[src/mem_pkg.sv]
package mem_pkg;

  localparam int LINE_BYTES = 16; // Bytes per cache line

  // Load opcodes, size and signedness
  typedef enum logic [2:0] {
    LD_B  = 3'd0, // Byte, sign extended
    LD_BU = 3'd1, // Byte, zero extended
    LD_H  = 3'd2, // Half, sign extended
    LD_HU = 3'd3, // Half, zero extended
    LD_W  = 3'd4, // Word, sign extended
    LD_WU = 3'd5, // Word, zero extended
    LD_D  = 3'd6  // Double, full width
  } load_op_e;

  // Access sequencer states
  typedef enum logic [1:0] {
    ST_IDLE  = 2'd0, // Waiting for a request
    ST_LINE1 = 2'd1, // First (or only) line read
    ST_LINE2 = 2'd2, // Second line of a crossing load
    ST_IO    = 2'd3  // Waiting on the IO port
  } acc_state_e;

  // Decoded load access
  typedef struct packed {
    load_op_e    op;          // Load opcode
    logic [27:0] line_addr;   // Address of the first line
    logic [3:0]  addr_offset; // Byte offset in the line
    logic        crosses;     // Load spills into the next line
    logic        is_io;       // Address falls in the IO window
  } access_t;

  // Formatted load value
  typedef struct packed {
    logic [63:0] data; // Sized and extended value
    logic        miss; // Some line read missed
  } load_result_t;

  // Access size in bytes
  function automatic logic [3:0] op_bytes(load_op_e op);
    logic [3:0] n;
    case (op)
      LD_B, LD_BU: n = 4'd1;
      LD_H, LD_HU: n = 4'd2;
      LD_W, LD_WU: n = 4'd4;
      default:     n = 4'd8; // LD_D
    endcase
    return n;
  endfunction

endpackage

[src/load_format.sv]
`timescale 1ns/1ns

module load_format (
  input  logic                  clk,
  input  logic                  reset,
  input  logic                  take,
  input  mem_pkg::load_op_e     op,
  input  logic [63:0]           mem_rd_data,
  input  logic                  rd_miss,
  output logic                  done,
  output mem_pkg::load_result_t result
);

  logic [63:0] fmt_data;

  // Trim to size and extend
  always_comb begin
    case (op)
      mem_pkg::LD_B:  fmt_data = {{56{mem_rd_data[7]}}, mem_rd_data[7:0]};
      mem_pkg::LD_BU: fmt_data = {56'h0, mem_rd_data[7:0]};
      mem_pkg::LD_H:  fmt_data = {{48{mem_rd_data[15]}}, mem_rd_data[15:0]};
      mem_pkg::LD_HU: fmt_data = {48'h0, mem_rd_data[15:0]};
      mem_pkg::LD_W:  fmt_data = {{32{mem_rd_data[31]}}, mem_rd_data[31:0]};
      mem_pkg::LD_WU: fmt_data = {32'h0, mem_rd_data[31:0]};
      default:        fmt_data = mem_rd_data; // LD_D
    endcase
  end

  always_ff @(posedge clk) begin
    if (reset) begin
      done <= 1'b0;
    end else begin
      done <= take; // One pulse per load
    end
  end

  always_ff @(posedge clk) begin
    if (take) begin
      result.data <= rd_miss ? 64'h0 : fmt_data; // Missed loads return zero
      result.miss <= rd_miss;
    end
  end

endmodule

[config.mk]
export PLATFORM = sky130hd
export DESIGN_NAME = load_format
export DESIGN_NICKNAME = d
export VERILOG_FILES = /design/src/mem_pkg.sv /design/src/load_format.sv
export SDC_FILE = /design/constraint.sdc
export NUM_CORES = 1
export LEC_CHECK = 0
export BUFFER_PORTS_ARGS = -buffer_cell sky130_fd_sc_hd__buf_4
export CORE_ASPECT_RATIO = 0.9
export CORE_UTILIZATION = 49
export DETAILED_ROUTE_END_ITERATION = 8
export GPL_TIMING_DRIVEN = 0
export PLACE_DENSITY = 0.86
export SLEW_MARGIN = 20
export SYNTH_ARGS = -nofsm -noshare
export SYNTH_HDL_FRONTEND = slang
export SYNTH_SLANG_ARGS = --single-unit
[constraint.sdc]
create_clock -name clk -period 3.6 [get_ports clk]
set_input_delay 0.54 -clock clk [delete_from_list [all_inputs] [get_ports clk]]
set_output_delay 0.54 -clock clk [all_outputs]
set_load 0.005 [all_outputs]
# Yosys cells after proc, flatten, opt, wreduce, memory -nomap -nowiden
# Index checks and enable logic that the tools add are counted.
# totals
in_bits,71
out_inout_bits,66
word_cells,10
reg_bits,66
# classes
reduce_logical,1
eq_ne,5
mux,1
# op_table
op,count
one-hot mux 64 bit (6 select lines),1
"equality test 3 x 2 -> 1 bit, second input constant",2
"equality test 3 bit, second input constant",2
"equality test 3 x 1 -> 1 bit, second input constant",1
logical NOT 3 bit,1

# Depth between registers and ports, before layout
# depth
depth_word,2
mapped_depth,6
mapped_depth_nobuf,3

# Worst setup path after synthesis
# Ideal clock, no wire load.
# synth_path
path_kind,in2reg
from,input op[2]
to,"register result[13] (netlist name), data pin"
path_buffers,2
arrival_ns,1.460
setup_slack_ns,1.994
t_required_ns,3.453
cell_stages,4
setup_ns,0.147
cell_sequence,buf_2 > or4b_4 > buf_6 > a21oi_1
# synth_via
elab_chain_len,2
word_cells_on_any_way,7
classes_between,eq/ne (5); mux (1); reduce/logical (1)
# synth_lines
item,line_no,text
from (decl),load_format.sv:7,"input mem_pkg::load_op_e op,"
"equality test 3 bit, or another cell as far along",load_format.sv:18,case (op)
one-hot mux 64 bit (6 select lines) *,load_format.sv:18,
to (decl),load_format.sv:11,output mem_pkg::load_result_t result
# Mark *: on every way between the ends. The rest lies on a longest branch, timed or not.
# A chain may end at the register's enable or synchronous reset.

# Final worst setup path
# layout_path
from,input rd_miss
to,"register result[30] (netlist name), data pin"
# layout_rtl
item,line_no,text
from (decl),load_format.sv:9,"input logic rd_miss,"
# No word-level cell between the ends.

==> qor.yml <==
tns_ps: 0
setup_ws_ps: 1900
gr-usage-all-layers_pct: 26.3
vdd.ir_drop.worst_v: 0.000324
setup-violations-final: 0
syn_nets: 288
cts-htree-levels: 3
vias_in_the_first_global_route: 2221
core_region_area_sq_mm: 0.00538
register_area_sq_mm: 0.00197
placement.setup.worst_slack_ps: 1600
cts_repair_resize_count: 0
rows: 25
critical_path_required_ps: 3670
run_status: "finished, final reports clean"
worst-slew-pin-transition_ps: 829
pwr_density_cell_mw_per_mm2: 457
clock-root-buffer: "sky130_fd_sc_hd__clkbuf_8"
grt_start_max_net_pins: 67
fin_crit_sh_pct: 47.1
finalWirelength_microns: 7630
hold_slack_ps: 335
initial_utilization_pct: 52.3
antennaDiodeCount: 0
synthTopCellsByArea: "sky130_fd_sc_hd__edfxtp_1 (69%), sky130_fd_sc_hd__a31oi_1 (7.1%), sky130_fd_sc_hd__nand2_1 (6.4%)"
capturing_element_type_of_the_critical_path: "flop"
yosysTopAreaCellShare_pct: 69.4
detailed_place_hpwl_microns: 5030
drt-pass1-iter-count: 4
layout_cells_sized_above_1_pct: 48.4
p_total_mw: 1.89
finalCriticalPeriod_ps: 1700
count_of_maximum_capacitance_violations: 0
syn_area_per_cell_sq_um: 13.0
numPortBuffers: 135
worst_setup_hold_path_clk_slew_ps: 70
fp.dieH_microns: 73.9
die_width_microns: 81.9
hold_bufs_inserted_after_cts: 0
clock.fmax_mhz: 589
critical_path_class: "primary input to flop"
cts_made_buffers: 9
antenna_left: 0
netlist_instances: 217
gr-usage-met1_pct: 28.5
total_leakage_power_nw: 1.66
cts_tree: "built"
drc: 0
crit_arrival_ps: 1770
antenna_found_initial: 0
finalWeightedCongestion: 0.763
post_drt_wl_per_cell_microns: 17.5
postSynthRegisterBits: 66
top_usage_layer: "met2"
die-area_sq_mm: 0.00605
grt_overflow: 0
worst_slew_margin_rel_pct: 44.8
initialDrtViolationCount: 150
via_count: 2360
clock_sink_count: 66
grt_pass1_wl_microns: 11200
flow.area_growth_from_synthesis_pct: 46.7
final_core_util_pct: 76.7
yosys_warnings: 0
post_synth_instance_area_sq_mm: 0.00281
via_per_inst: 5.43
cts-root-to-sink-buffers: 2
design.portCount: 137
hold_viol_final: 0
post_cts_setup_buffer_count: 0
maxSlewViolCount: 0
synthDistinctLibCells: 17
rsz0062_at_grt: "false"
synthDominantAreaCellType: "sky130_fd_sc_hd__edfxtp_1"
nFillCells: 348
setup.worst_path.start_class: "primary input"
finalNetCount: 434
critPathMaxFanout: 10
grtUsageMet3_pct: 11.4
globalRouteMet2Util_pct: 44.7
seq_area_frac_synth_pct: 70.1
min-delay-path-class: "primary input to flop"
multi_input_comb_area_sq_um: 708
-- worst paths after layout --
path                start          to  slack (ps)  cells after the start
setup / recovery  rd_miss  result[30]        1900                      4
hold / removal      reset        done         330                      2
-- state kept, by name, indices dropped and copies added, names as in the netlist --
signal	count
done	1
result	65
-- critical path, cell delays in order --
cell and delay [ps]:
sky130_fd_sc_hd__buf_4 80, sky130_fd_sc_hd__clkbuf_1 440, sky130_fd_sc_hd__clkbuf_1 620, sky130_fd_sc_hd__a21oi_2 80
-- layout by cell type (no fill, tap or decap) --
cell type / Yosys / routed
sky130_fd_sc_hd__a21oi_1: 10 / 10
sky130_fd_sc_hd__a21oi_2: 14 / 14
sky130_fd_sc_hd__a31oi_1: 32 / 32
sky130_fd_sc_hd__and2_2: 1 / 1
sky130_fd_sc_hd__buf_2: 5 / 5
sky130_fd_sc_hd__buf_4: 1 / 136
sky130_fd_sc_hd__buf_6: 4 / 4
sky130_fd_sc_hd__bufinv_16: 0 / 2
sky130_fd_sc_hd__clkbuf_1: 15 / 15
sky130_fd_sc_hd__clkbuf_8: 0 / 9
sky130_fd_sc_hd__clkinv_1: 0 / 1
sky130_fd_sc_hd__clkinv_2: 0 / 1
sky130_fd_sc_hd__clkinvlp_4: 0 / 2
sky130_fd_sc_hd__dfxtp_1: 1 / 1
sky130_fd_sc_hd__edfxtp_1: 65 / 65
sky130_fd_sc_hd__inv_6: 0 / 1
sky130_fd_sc_hd__mux2i_1: 1 / 1
sky130_fd_sc_hd__nand2_1: 48 / 48
sky130_fd_sc_hd__nand4bb_2: 1 / 1
sky130_fd_sc_hd__nor2b_1: 9 / 9
sky130_fd_sc_hd__o21ai_0: 8 / 8
sky130_fd_sc_hd__or3_4: 1 / 1
sky130_fd_sc_hd__or4b_4: 1 / 1
-- cell families after synthesis --
group,share of synthesized area [%]
buf+inv,4.76
flops,70.1
mux,0.356
compound gates,14.7
simple gates,10.1
-- where the power goes --
group | switching [mW] | internal, mW | leakage (nW)
Clock | 0.295 | 0.388 | 0.103
Sequential | 0.0195 | 0.915 | 0.632
Combinational | 0.120 | 0.151 | 0.924
Total | 0.434 | 1.45 | 1.66
-- cell type report --
cell class / count / area share (%)
sequential: 66 / 47.8
timing repair buffer: 135 / 24.6
multi-input combinational: 126 / 17.2
buffer: 25 / 3.24
clock buffer: 9 / 3.00
clock inverter: 7 / 2.24
tap: 67 / 2.03
-- routing by layer --
| metal | share of wire, % | vias up |
|---|---|---|
| met5 | 0 | - |
| met4 | 2.6 | 0 |
| met3 | 10 | 19 |
| met2 | 51 | 127 |
| met1 | 36 | 1121 |
| li1 | - | 1093 |
-- stage by stage --
stage                     cell area [sq um]  std cells
after detailed placement               3910        419
final                                  4130        435
after global placement                 3910        419
after global routing                   4130        435
after floorplan                        2810        217
after CTS                              4130        435
-- cells in the mapped netlist, drive strengths merged --
| cell type | number |
|---|---|
| edfxtp | 65 |
| nand2 | 48 |
| a31oi | 32 |
| a21oi | 24 |
| clkbuf | 15 |
| buf | 10 |
| nor2b | 9 |
| o21ai | 8 |
| and2 | 1 |
| dfxtp | 1 |
| mux2i | 1 |
| nand4bb | 1 |
| or3 | 1 |
| or4b | 1 |
Note: power is estimated with default switching activity, not from simulation.
