===== src/mem_pkg.sv =====
package mem_pkg;

  localparam int LINE_BYTES = 16; // Bytes per cache line

  // Load opcodes, size and signedness
  typedef enum logic [2:0] {
    LD_B  = 3'd0, // Byte, sign extended
    LD_BU = 3'd1, // Byte, zero extended
    LD_H  = 3'd2, // Half, sign extended
    LD_HU = 3'd3, // Half, zero extended
    LD_W  = 3'd4, // Word, sign extended
    LD_WU = 3'd5, // Word, zero extended
    LD_D  = 3'd6  // Double, full width
  } load_op_e;

  // Access sequencer states
  typedef enum logic [1:0] {
    ST_IDLE  = 2'd0, // Waiting for a request
    ST_LINE1 = 2'd1, // First (or only) line read
    ST_LINE2 = 2'd2, // Second line of a crossing load
    ST_IO    = 2'd3  // Waiting on the IO port
  } acc_state_e;

  // Decoded load access
  typedef struct packed {
    load_op_e    op;          // Load opcode
    logic [27:0] line_addr;   // Address of the first line
    logic [3:0]  addr_offset; // Byte offset in the line
    logic        crosses;     // Load spills into the next line
    logic        is_io;       // Address falls in the IO window
  } access_t;

  // Formatted load value
  typedef struct packed {
    logic [63:0] data; // Sized and extended value
    logic        miss; // Some line read missed
  } load_result_t;

  // Access size in bytes
  function automatic logic [3:0] op_bytes(load_op_e op);
    logic [3:0] n;
    case (op)
      LD_B, LD_BU: n = 4'd1;
      LD_H, LD_HU: n = 4'd2;
      LD_W, LD_WU: n = 4'd4;
      default:     n = 4'd8; // LD_D
    endcase
    return n;
  endfunction

endpackage


===== src/mem_rd_data_gen.sv =====
`timescale 1ns/1ns

module mem_rd_data_gen (
  input  logic         clk,
  input  logic         reset,
  input  logic [127:0] dc_rd_data,
  input  logic [3:0]   addr_offset,
  input  logic         access2_reg,
  input  logic         dc_read_hit,
  input  logic [31:0]  io_rd_data,
  input  logic         io_ack,
  output logic [63:0]  mem_rd_data,
  output logic         rd_miss
);

  logic [127:0] rot_line; // Addressed byte in lane 0
  logic [63:0]  mdr;      // Low bytes of the first line
  logic         mdr_miss; // First line missed
  logic         ld_mdr;
  logic [7:0]   sel_mask; // Lanes taken from the current line
  logic [63:0]  merged;

  // Byte rotate by the offset, wrapping inside the line
  always_comb begin
    logic [3:0] src;
    src = 4'd0;
    for (int i = 0; i < mem_pkg::LINE_BYTES; i++) begin
      src = 4'(i) + addr_offset;
      rot_line[i*8 +: 8] = dc_rd_data[src*8 +: 8];
    end
  end

  // Lane i belongs to line 2 once i + offset passes the line end
  always_comb begin
    for (int i = 0; i < 8; i++) begin
      if (access2_reg) begin
        sel_mask[i] = (i + addr_offset) >= mem_pkg::LINE_BYTES;
      end else begin
        sel_mask[i] = 1'b1; // Single line, no merge
      end
    end
  end

  always_comb begin
    for (int i = 0; i < 8; i++) begin
      merged[i*8 +: 8] = sel_mask[i] ? rot_line[i*8 +: 8] : mdr[i*8 +: 8];
    end
  end

  assign ld_mdr = dc_read_hit && !access2_reg; // First line hit

  always_ff @(posedge clk) begin
    if (reset) begin
      mdr      <= '0;
      mdr_miss <= 1'b0;
    end else begin
      if (ld_mdr) begin
        mdr <= rot_line[63:0];
      end
      if (!access2_reg) begin
        mdr_miss <= !dc_read_hit; // Kept for the second line cycle
      end
    end
  end

  // Miss on either line of the access, IO never misses
  assign rd_miss = !io_ack && (!dc_read_hit || (access2_reg && mdr_miss));

  // IO data replaces the cache path
  assign mem_rd_data = io_ack ? {32'h0000_0000, io_rd_data} : merged;

endmodule


===== config.mk =====
export PLATFORM = sky130hd
export DESIGN_NAME = mem_rd_data_gen
export DESIGN_NICKNAME = d
export VERILOG_FILES = /design/src/mem_pkg.sv /design/src/mem_rd_data_gen.sv
export SDC_FILE = /design/constraint.sdc
export NUM_CORES = 1
export LEC_CHECK = 0
export BUFFER_PORTS_ARGS = -buffer_cell sky130_fd_sc_hd__buf_2
export CAP_MARGIN = 15
export CORE_MARGIN = 2
export CORE_UTILIZATION = 54
export DETAILED_ROUTE_END_ITERATION = 12
export PLACE_DENSITY = 0.83
export SLEW_MARGIN = 20
export SYNTH_ARGS = -nofsm -noshare
export SYNTH_HDL_FRONTEND = slang
export SYNTH_SLANG_ARGS = --single-unit

===== constraint.sdc =====
create_clock -name clk -period 9.4 [get_ports clk]
set_clock_uncertainty 0.2 [all_clocks]
set_input_delay 0.94 -clock clk [delete_from_list [all_inputs] [get_ports clk]]
set_output_delay 0.94 -clock clk [all_outputs]
set_load 0.005 [all_outputs]

After elaboration in Yosys (flattened, before gate mapping) --
Index checks and enable logic that the tools add are counted.
Storage, ports and cells: register bits 65, bits in latches 0, memory bits (writable) 0, bits in read-only memories 0, input port bits 169, output and inout port bits 65, logic and storage cells 56, memories kept 0
Operators by class: $add $sub $neg 14, multiply operators 0, divide/modulo/power cells 0, order comparisons 8, equal/unequal tests 0, shifts and indexed selects 8, multiplexer cells 17, bitwise gates (word level) 0, reductions and logical operators 7
Operators by type and width (count):
- $shiftx 128x8->8 | 8
- $mux 64 | 1
- $mux 8 | 8
- $ge 5x5->1 const B | 7
- $add 3x4->5 const A | 4
- $add 3x4->4 const A | 4
- $add 2x4->5 const A | 2
- $add 2x4->4 const A | 2
- $mux 1 | 8
- $add 1x4->5 const A | 1
- $ge 4x5->1 const B | 1
- $add 1x4->4 const A | 1
- $logic_and 1x1->1 | 3
- $logic_not 1->1 | 3
- $logic_or 1x1->1 | 1

Longest topological paths before layout --
depth in word-level cells 5, mapped depth 14, depth with buffers taken out 7

Least setup slack after synthesis --
OpenSTA, ideal clock, no wires.
path kind in2out, start point input port addr_offset[1], end point output port mem_rd_data[14], arrival time 3.871 ns, setup slack 4.389 ns, stages 13, cell sequence buf_2 > buf_2 > buf_2 > buf_2 > inv_1 > ha_1 > buf_6 > buf_8 > buf_2 > mux4_2 > mux4_2 > a222oi_1 > inv_1
Between the ends: cells in the longest elaborated chain, start to end 5
RTL lines:
- start: declaration | RTL line mem_rd_data_gen.sv:7 | input logic [3:0] addr_offset,
- parallel branches: the longest is 3 deep, another holds $add 1x4->4
- $mux 8 * | RTL line mem_rd_data_gen.sv:46 | merged[i*8 +: 8] = sel_mask[i] ? rot_line[i*8 +: 8] : mdr[i*8 +: 8];
- $mux 64 * | RTL line mem_rd_data_gen.sv:70 | assign mem_rd_data = io_ack ? {32'h0000_0000, io_rd_data} : merged;
- end: declaration | RTL line mem_rd_data_gen.sv:12 | output logic [63:0] mem_rd_data,
Every way passes the cells marked *.

Worst setup path in the final report --
start point input port addr_offset[1], end point output port mem_rd_data[8]
Same word-level chain as after synthesis.

==> summary.md <==
| Metric | Value |
|---|---|
| Worst Tran Pin Value | `1.10 ns` |
| Outcome | `finished, final reports clean` |
| Synth Area per Inst | `11.6 sq um` |
| DR pass1 iterations | `5` |
| CTS tree | `yes` |
| RSZ-0062 raised after global routing | `no` |
| Largest net degree at the start of global routing | `73` |
| Most common cell in the netlist | `mux4_2` |
| Routed vias | `8233` |
| CTS resizes | `0` |
| Async S/R FF share, synth | `0%` |
| Critical Path End Type | `primary output` |
| Post-synth top area share | `36.2%` |
| Initial drt markers | `1219` |
| Most used flip-flop cell after synthesis | `dfxtp_1` |
| Final Net Count | `1057` |
| GRT Util Overall | `36.5%` |
| Register area share after synthesis | `16.1%` |
| R2R Setup Slk | `8.56 ns` |
| DR WL/cell | `27.6 microns` |
| Worst rel slew slack | `26.4%` |
| Clock period minus worst slack | `6.49 ns` |
| CTS Hold Bufs | `0` |
| Later-pin clock latency in the skew report | `0.34 ns` |
| Reg clk slew, reported paths | `0.06 ns` |
| Die height | `126 microns` |
| Post-synthesis cell type count | `40` |
| Fmax | `0.154 GHz` |
| First-pass GRT wire length | `44.6 mm` |
| Final Cycle Share | `69.0%` |
| I/O pin cnt | `234` |
| Worst hold path class | `reg -> reg` |
| Initial core utilization | `55.4%` |
| CTS Buffer Depth | `2` |
| Worst r2r path cells | `2` |
| Hold_sp | `mdr[28]$_SDFFE_PP0P_` |
| # rows | `44` |
| Port Buf Inserts | `233` |
| Total CTS buffers | `9` |
| Vias in the first global route | `7652` |
| Power per cell area | `128 mW/mm^2` |
| Post-synth top area cell | `mux4_2` |
| Ys Warns | `0` |
| Initial antenna violation count | `1` |
| Setup bufs post-CTS | `0` |
| Worst Path Required | `8.26 ns` |
| Gpl congestion | `0.988` |
| Area delta synth->final | `17.5%` |
| Worst Hold Path EP | `mdr[28]$_SDFFE_PP0P_` |
| Sum Neg Setup Slack | `0 ns` |
| H-tree levels | `3` |
| Layout cells sized above 1 | `44.8%` |
| CTS sink count | `65` |
| Gr ovfl total | `0` |
| Post-synth EDFFs | `0` |
| Mapped Cells | `698` |
| Pwr Total | `1.22 mW` |
| Die ar. | `0.0160 sq mm` |
| Leakage power | `4.05 nW` |
| Number of routed nets with antenna violations | `0` |
| Fin. max-slew vios | `0` |
| DP Wirelength | `22.3 mm` |
| Top post-synthesis cells by count | `mux4_2, nand2_1, dfxtp_1` |
| Worst r2r dst | `mdr[47]$_SDFFE_PP0P_` |
| Synth Cell Area | `0.00809 sq mm` |
| Max-cap violations | `0` |
| Setup Crit Path Kind | `in -> out` |
| CTS root buffer | `clkbuf_16` |
| Min-Delay Path Depth | `1` |
| Routed Wire Length | `29.4 mm` |
| Flops & latches, synth | `65` |
| Post-synth net total | `877` |
| CORE AREA | `0.0146 sq mm` |
| Final-report setup violation count | `0` |
| Worst r2r src | `mdr[47]$_SDFFE_PP0P_` |
| Arrival time at the worst endpoint | `5.35 ns` |
| Die W | `126 microns` |
| Leading cell types by total area after synthesis | `mux4_2, dfxtp_1, mux4_1` |
| Vias/cell | `7.72` |
| Max VDD drop | `82.9 uV` |
| Worst Setup Start Kind | `input port` |
| Maximum fanout along the worst path | `72` |
| Drc violations | `0` |
| Hold Vio Cnt, Final | `0` |
[routing by layer]
metal,vias to the layer above,routed length [microns],share of wire (%),GRT usage [%]
met5,-,0,0,0
met4,0,1810,6.2,18.0
met3,132,4250,14,10.5
met2,788,13200,45,55.1
met1,3966,10200,35,48.4
li1,3347,-,-,-
[layout by cell type (no fill, tap or decap), types with 22 or more instances in the layout]
cell type / count
mux4_2: 130
mux2i_1: 48
a22o_1: 48
dfxtp_1: 65
o221ai_1: 32
a21oi_1: 26
a22oi_1: 25
nand2_1: 77
mux4_1: 22
buf_2: 232
[area by class of cell]
type	count	area [sq um]
antenna	1	2.50
clock buffer	9	225
clock inverter	6	60.1
fill	1167	5090
inverter	21	78.8
multi-input combinational	541	6380
sequential	65	1300
tap	184	230
timing repair buffer	240	1220
[worst max-delay path: stages]
cell	delay [ns]
buf_2	0.08
buf_4	0.71
inv_1	0.25
ha_2	0.96
buf_4	0.58
mux4_1	0.67
mux4_2	0.54
a222oi_1	0.37
inv_1	0.06
buf_2	0.13
[flip-flops by register name (all words and copies together), names as in the netlist]
signal    count
mdr          64
mdr_miss      1
[through the flow]
| stage | util [%] | setup WS, ns | cells | instance area (sq um) | hold slack, ns |
|---|---|---|---|---|---|
| 3_5_place_dp | 62.9 | 3.01 | 1051 | 9180 | 0.239 |
| 3_3_place_gp | 62.9 | 3.06 | 1051 | 9180 | 0.232 |
| 5_1_grt | 65.1 | 2.70 | 1067 | 9500 | 0.263 |
| 4_1_cts | 64.9 | 3.00 | 1066 | 9470 | 0.252 |
| 2_1_floorplan | - | 4.39 | 698 | 8090 | 0.225 |
| 6_report | 65.1 | 2.91 | 1067 | 9500 | 0.250 |
[power by group]
part,switching [mW],internal [mW]
sequential,0.0115,0.298
combinational,0.307,0.263
clock,0.134,0.202
total,0.453,0.763
[worst max path at each step]
stage	startpoint	endpoint	slack [ns]	depth (start not counted)
6_report	addr_offset[1]	mem_rd_data[8]	2.91	10
5_1_grt	addr_offset[1]	mem_rd_data[8]	2.70	10
4_1_cts	addr_offset[1]	mem_rd_data[8]	3.00	10
3_5_place_dp	addr_offset[1]	mem_rd_data[8]	3.01	10
3_3_place_gp	addr_offset[1]	mem_rd_data[8]	3.06	10
2_1_floorplan	addr_offset[1]	mem_rd_data[14]	4.39	13
[cells by family (layout without fill, tap and decap cells)]
group | after synthesis | after routing | share of synthesized area (%)
AO/OA/AOI/OAI | 211 | 211 | 20.0
other | 0 | 1 | 0
multiplexers | 200 | 200 | 49.3
XOR/XNOR | 10 | 10 | 1.78
adder cells (fa/ha/maj) | 10 | 10 | 1.55
flip-flops | 65 | 65 | 16.1
AND/OR/NAND/NOR | 110 | 110 | 5.65
buffers and inverters | 92 | 276 | 5.60
No activity file was read; power rests on OpenSTA's default activity.
