===== src/mem_pkg.sv =====
package mem_pkg;

  localparam int LINE_BYTES = 16; // Bytes per cache line

  // Load opcodes, size and signedness
  typedef enum logic [2:0] {
    LD_B  = 3'd0, // Byte, sign extended
    LD_BU = 3'd1, // Byte, zero extended
    LD_H  = 3'd2, // Half, sign extended
    LD_HU = 3'd3, // Half, zero extended
    LD_W  = 3'd4, // Word, sign extended
    LD_WU = 3'd5, // Word, zero extended
    LD_D  = 3'd6  // Double, full width
  } load_op_e;

  // Access sequencer states
  typedef enum logic [1:0] {
    ST_IDLE  = 2'd0, // Waiting for a request
    ST_LINE1 = 2'd1, // First (or only) line read
    ST_LINE2 = 2'd2, // Second line of a crossing load
    ST_IO    = 2'd3  // Waiting on the IO port
  } acc_state_e;

  // Decoded load access
  typedef struct packed {
    load_op_e    op;          // Load opcode
    logic [27:0] line_addr;   // Address of the first line
    logic [3:0]  addr_offset; // Byte offset in the line
    logic        crosses;     // Load spills into the next line
    logic        is_io;       // Address falls in the IO window
  } access_t;

  // Formatted load value
  typedef struct packed {
    logic [63:0] data; // Sized and extended value
    logic        miss; // Some line read missed
  } load_result_t;

  // Access size in bytes
  function automatic logic [3:0] op_bytes(load_op_e op);
    logic [3:0] n;
    case (op)
      LD_B, LD_BU: n = 4'd1;
      LD_H, LD_HU: n = 4'd2;
      LD_W, LD_WU: n = 4'd4;
      default:     n = 4'd8; // LD_D
    endcase
    return n;
  endfunction

endpackage


===== src/load_decode.sv =====
`timescale 1ns/1ns

module load_decode #(
  parameter logic [31:0] IO_BASE = 32'hFFFF_0000
) (
  input  logic               clk,
  input  logic               reset,
  input  logic               req,
  input  mem_pkg::load_op_e  req_op,
  input  logic [31:0]        req_addr,
  input  logic               io_ack,
  output logic               busy,
  output logic               rd_en,
  output logic [27:0]        rd_line_addr,
  output mem_pkg::access_t   acc,
  output logic               access2,     // Second line data on the read bus
  output logic               io_req,
  output logic [31:0]        io_addr,
  output logic               take         // Final data valid at mem_rd_data
);

  mem_pkg::acc_state_e state;
  logic                accept;
  logic                req_io;
  logic [4:0]          end_byte;
  logic                rd_valid;            // Line data arrives this cycle
  logic                rd2_en;              // Second line read issued

  assign accept   = req && !busy; // Requests during busy are dropped
  assign req_io   = req_addr >= IO_BASE;
  assign end_byte = {1'b0, req_addr[3:0]} + {1'b0, mem_pkg::op_bytes(req_op)};

  assign busy   = state != mem_pkg::ST_IDLE;
  assign rd2_en = (state == mem_pkg::ST_LINE2) && !access2;
  assign rd_en  = ((state == mem_pkg::ST_LINE1) && !rd_valid) || rd2_en;

  // Next line for the spill part
  assign rd_line_addr = rd2_en ? acc.line_addr + 28'd1 : acc.line_addr;

  assign take = ((state == mem_pkg::ST_LINE1) && rd_valid) || // Single line
                ((state == mem_pkg::ST_LINE2) && access2) ||  // Merged lines
                ((state == mem_pkg::ST_IO) && io_ack);        // IO return

  always_ff @(posedge clk) begin
    if (reset) begin
      state    <= mem_pkg::ST_IDLE;
      rd_valid <= 1'b0;
      access2  <= 1'b0;
      io_req   <= 1'b0;
    end else begin
      rd_valid <= rd_en;            // Read data is one cycle behind rd_en
      access2  <= rd2_en;
      io_req   <= accept && req_io; // One-cycle IO strobe
      case (state)
        mem_pkg::ST_IDLE: begin
          if (accept) begin
            state <= req_io ? mem_pkg::ST_IO : mem_pkg::ST_LINE1;
          end
        end
        mem_pkg::ST_LINE1: begin
          if (acc.crosses) begin
            state <= mem_pkg::ST_LINE2; // Overlap line 2 read with line 1 data
          end else if (rd_valid) begin
            state <= mem_pkg::ST_IDLE;
          end
        end
        mem_pkg::ST_LINE2: begin
          if (access2) begin
            state <= mem_pkg::ST_IDLE;
          end
        end
        mem_pkg::ST_IO: begin
          if (io_ack) begin
            state <= mem_pkg::ST_IDLE; // Latency set by the IO side
          end
        end
        default: state <= mem_pkg::ST_IDLE;
      endcase
    end
  end

  // Request capture
  always_ff @(posedge clk) begin
    if (accept) begin
      acc.op          <= req_op;
      acc.line_addr   <= req_addr[31:4];
      acc.addr_offset <= req_addr[3:0];
      acc.crosses     <= !req_io && (end_byte > mem_pkg::LINE_BYTES);
      acc.is_io       <= req_io;
      io_addr         <= req_addr;
    end
  end

endmodule


===== config.mk =====
export PLATFORM = sky130hd
export DESIGN_NAME = load_decode
export DESIGN_NICKNAME = d
export VERILOG_FILES = /design/src/mem_pkg.sv /design/src/load_decode.sv
export SDC_FILE = /design/constraint.sdc
export NUM_CORES = 1
export LEC_CHECK = 0
export BUFFER_PORTS_ARGS = -buffer_cell sky130_fd_sc_hd__buf_2
export CORE_MARGIN = 3
export CORE_UTILIZATION = 44
export CTS_BUF_LIST = sky130_fd_sc_hd__clkbuf_4 sky130_fd_sc_hd__clkbuf_8 sky130_fd_sc_hd__clkbuf_16
export CTS_CLUSTER_SIZE = 16
export DETAILED_ROUTE_END_ITERATION = 10
export PLACE_DENSITY = 0.8
export SLEW_MARGIN = 5
export SYNTH_ARGS = -nofsm -noshare
export SYNTH_HDL_FRONTEND = slang
export SYNTH_SLANG_ARGS = --single-unit

===== constraint.sdc =====
create_clock -name clk -period 2.2 [get_ports clk]
set_input_delay 0.22 -clock clk [delete_from_list [all_inputs] [get_ports clk]]
set_output_delay 0.22 -clock clk [all_outputs]
set_load 0.03 [all_outputs]

; Word-level counts from Yosys, hierarchy flattened
; Index checks and enable logic that the tools add are counted.
[totals]
register_bits = 74
ram_bits = 0
elab_cells = 57
latchBits = 0
mem_bits_ro = 0
memories = 0
output_inout_bits = 102
[classes]
eq_ne = 12
mux = 9
n_reduce_logical = 22
div_mod_pow = 0
order_cmp = 2
shift = 0
bitwise_logic = 0
n_mul = 0
add_sub_neg = 2
[op_table]
columns = operator, count
row1 = $ge 32x32->1 const B, 1
row2 = $add 28x1->28 const B, 1
row3 = $mux 28, 1
row4 = $mux 2, 6
row5 = $pmux 4 s3, 1
row6 = $logic_and 1x1->1, 8
row7 = $pmux 2 s4, 1
row8 = $eq 3x2->1 const B, 2
row9 = $eq 3x3->1 const B, 2
row10 = $ne 2x2->1 const B, 3
row11 = $reduce_or 2->1, 3
row12 = $add 4x4->5, 1
row13 = $gt 5x5->1 const B, 1
row14 = $eq 2x2->1 const B, 2
row15 = $logic_not 1->1, 4
row16 = $reduce_and 4->1, 1
row17 = $eq 3x1->1 const B, 1
row18 = $logic_not 3->1, 1
row19 = $logic_or 1x1->1, 3
row20 = $ne 3x3->1 const B, 1
row21 = $eq 2x1->1 const B, 1
row22 = $logic_not 2->1, 1
row23 = $reduce_bool 2->1, 1

; Depth between registers and ports, before layout
[logic_depth]
word_depth = 6
depth_mapped = 8
ltp_nobuf = 8

; Worst setup path after synthesis
; Ideal clock, no wire load.
[synth_timing]
path_kind = register -> output
start = register acc[14] (netlist bit)
end = output rd_line_addr[18]
t_required_ns = 1.980
t_arrival_ns = 1.927
slack_ns = 0.053
stages_incl_launch_ff = 6
n_path_buf = 1
cell_sequence = edfxtp_1 -> and4_1 -> and4_1 -> buf_2 -> nand4_1 -> xnor2_1
[synth_between]
elab_chain_len = 2
[synth_rtl]
columns = item, line_no
row1 = from (decl), load_decode.sv:15  ; output mem_pkg::access_t acc,
row2 = $add 28x1->28, load_decode.sv:38  ; assign rd_line_addr = rd2_en ? acc.line_addr + 28'd1 : acc.line_addr;
row3 = $mux 28, load_decode.sv:38
row4 = to (decl), load_decode.sv:14  ; output logic [27:0] rd_line_addr,
; Every way passes these cells.

; Worst setup path in the final report
[layout_timing]
start = register state[0]
end = output rd_line_addr[26]
[layout_between]
elab_chain_len = 3
[layout_rtl]
columns = item, line_no
row1 = from (decl), load_decode.sv:22  ; mem_pkg::acc_state_e state;
row2 = from (signal assigned), load_decode.sv:46  ; state <= mem_pkg::ST_IDLE;
row3 = from (signal assigned), load_decode.sv:57  ; state <= req_io ? mem_pkg::ST_IO : mem_pkg::ST_LINE1;
row4 = from (signal assigned), load_decode.sv:62  ; state <= mem_pkg::ST_LINE2;
row5 = $eq 2x2->1, load_decode.sv:34  ; assign rd2_en = (state == mem_pkg::ST_LINE2) && !access2;
row6 = $logic_and 1x1->1, load_decode.sv:34
row7 = $mux 28, load_decode.sv:38
; Every way passes these cells.

==> results.yml <==
status:
  outcome: "completed"
global_route:
  grt_pass1_vias: 1854
  grtUsageTotal_pct: 17.3
  grt_use_met3_pct: 4.60
  grt_max_degree: 22
  busiest_layer: "met2"
  gr-total-overflow: 0
  antenna_found_initial: 0
  grt_use_met2_pct: 31.6
  grt_use_met1_pct: 19.5
  grt_pass1_wl_um: 8700
clock_tree:
  numClockSinks: 42
  htreeDepth: 2
  clock_latency_ps: 290
  clockBufferDepth: 2
  cts_tree: "built"
  clkTransAtPathRegs_ps: 80
  root_buffer: "clkbuf_8"
  cts_inserted_buffers: 5
timing:
  whs_ps: 103
  finClkSkew_ps: 4.94
  post-route-min-period_ps: 2100
  fin_crit_sh_pct: 95.3
  max_freq_ghz: 0.477
  rsz0062_at_grt: "true"
  finalHoldViolCount: 0
  setup_tns_ps: 0
  finalSetupViolations: 0
  worst_pin_slew_ps: 468
  relSlewSlack_pct: 68.6
  finalMaxSlewViolations: 0
route:
  drtIter0Drc: 78
  drcViolationCount: 0
  routedWlPerCell_um: 14.6
  num_vias: 1990
  final_antenna_net_count: 0
  avgViaCountPerCell: 4.95
  detail_route.first_pass.iterations: 4
  wl_um: 5860
yosys:
  yosys.cell_types.count: 40
  seq_area_frac_synth_pct: 49.7
  synth.net_count: 256
  ys_warn_count: 0
  ys.flop_type: "edfxtp_1"
  syn_avg_cell_area_sq_um: 11.5
  async_reset_ff_share_pct: 0
  ys_ff_latch: 42
  syn_inst: 211
  synth_edf_count: 37
  synth_area_sq_um: 2440
floorplanning:
  core_area_sq_um: 5240
  die_width_um: 80.4
  die_h_um: 80.4
  rows: 26
  die_area_sq_um: 6470
  num_io_pins: 141
  start_util_pct: 46.5
power:
  power.share.switching_pct: 33.8
  powerDensity_nw_per_um2: 708
  intPower_uw: 1490
  ir_worst_vdd_v: 0.000596
  p_seq_share_pct: 44.7
  clkPwrFrac_pct: 26.8
  pwr-share-comb_pct: 28.5
  power_uw: 2250
  p_leak_uw: 0.00142
  switchingPower_uw: 760
finish:
  final_nets: 376
  layout_commonest_cell: "buf_2"
  final_cell_mix: "buf_2 (139), edfxtp_1 (37), xnor2_1 (18)"
  drive_gt1_share_pct: 53.0
  finalInstanceArea_sq_um: 3180
  finalNonFillerCells: 402
  area_growth_syn_to_layout_pct: 30.6
  diodes: 0
placed_design:
  dpl.hpwl_um: 4590
  io_buffers: 140
  dpl_cell_area_sq_um: 2980
  gp_congestion: 0.810
  dp.cells: 387
worst_hold_path:
  min_path_type: "in2reg"
flow_run:
  cap_violations: 0
critical_path:
  crit_buf_inv: 2
  crit_slowest_cell: "dfxtp_1"
  setup.worst_path.class: "reg2out"
  crit_arrival_ps: 1880
  max_stage_delay_ps: 380
  critical_path.top_delay_family: "simple AND/OR/NAND/NOR gates"
  cp-end-kind: "output pin"
  crit_chain: "and4bb_4 -> nand4_1 -> buf_4 -> nor4_2 -> xor2_1 -> buf_2"
  critPathLaunchType: "flop"
  cp.required_ps: 1980
  cp_max_fo: 8
==> power groups by stage <==
stage	Clock (uW)	Sequential [uW]	Combinational (uW)
CTS	624	1010	633
finish	603	1010	642
floorplan	0	1120	377
detailed placement	0	1020	632
global placement	0	1020	624
global route	658	1020	684
==> sequential cells by signal, indices dropped and copies added, names as in the netlist <==
register / flops
acc: 36
access2: 1
io_addr: 1
io_req: 1
rd_valid: 1
state: 2
==> final timing paths <==
| kind | startpoint | to | slack (ps) | cells past startpoint |
|---|---|---|---|---|
| hold / removal | req_addr[4] | acc[6] | 100 | 1 |
| setup reg to reg | state[1] | acc[17] | 640 | 3 |
| setup / recovery | state[0] | rd_line_addr[26] | 100 | 6 |
| hold reg to reg | rd_valid | state[0] | 600 | 3 |
==> per-stage QoR <==
step / setup slack, ps / utilization, %
CTS: 2.40 / 59.1
global route: -29.0 / 60.8
floorplan: 53.0 / -
detailed placement: 222 / 57.0
global placement: 330 / 57.0
finish: 104 / 60.8
==> synth_stat cells (2+ instances only) <==
cell type / count / share of area [%]
buf_2: 2 / 0.41
mux2_2: 2 / 0.92
buf_4: 32 / 9.9
buf_6: 2 / 0.92
ha_1: 5 / 2.6
and3_1: 4 / 1.0
inv_1: 7 / 1.1
nor3_1: 4 / 0.82
nor2b_1: 4 / 1.0
nand2_1: 11 / 1.7
dfxtp_1: 5 / 4.1
nor4_2: 2 / 1.0
and4_1: 6 / 2.2
nand3_1: 4 / 0.82
xor2_1: 10 / 3.6
and2_1: 10 / 2.6
xnor2_1: 18 / 6.5
edfxtp_1: 37 / 46
nand4_1: 14 / 3.6
nor2_1: 9 / 1.4
a21oi_1: 3 / 0.62
nand3b_1: 2 / 0.62
==> cells by family after synthesis <==
logic type                 count (synthesis)  synth area share [%]
AOI/OAI and AO/OA                         10                  2.88
xor gates and xnor gates                  28                  10.1
adders and majority gates                  6                  3.39
buffers and inverters                     44                  12.4
DFF                                       42                  49.7
muxes                                      2                 0.924
and+or+nand+nor                           79                  20.6
==> repair_timing <==
action / in CTS / in global routing
endpoints found under the setup margin: 0 / 13
setup buffers: 0 / 6
hold buffers: 0 / 0
gates resized for setup: 0 / 14
hold endpoints to repair: 0 / 0
==> per-layer routing <==
| layer | share of wire (%) | vias up | wire (um) |
|---|---|---|---|
| li1 | - | 970 | - |
| met1 | 39 | 932 | 2270 |
| met2 | 52 | 84 | 3070 |
| met3 | 8.1 | 4 | 472 |
| met4 | 0.84 | 0 | 49 |
| met5 | 0 | - | 0 |
==> final cells by class <==
type | count | area (sq um)
fillers | 468 | 2060
flip-flops and latches | 42 | 1210
multi-input cells | 126 | 960
repair buffers | 149 | 783
well taps | 70 | 87.6
clock buffers | 6 | 76.3
clock inverters | 2 | 37.5
inverters | 7 | 26.3
No activity file was read; power rests on OpenSTA's default activity.
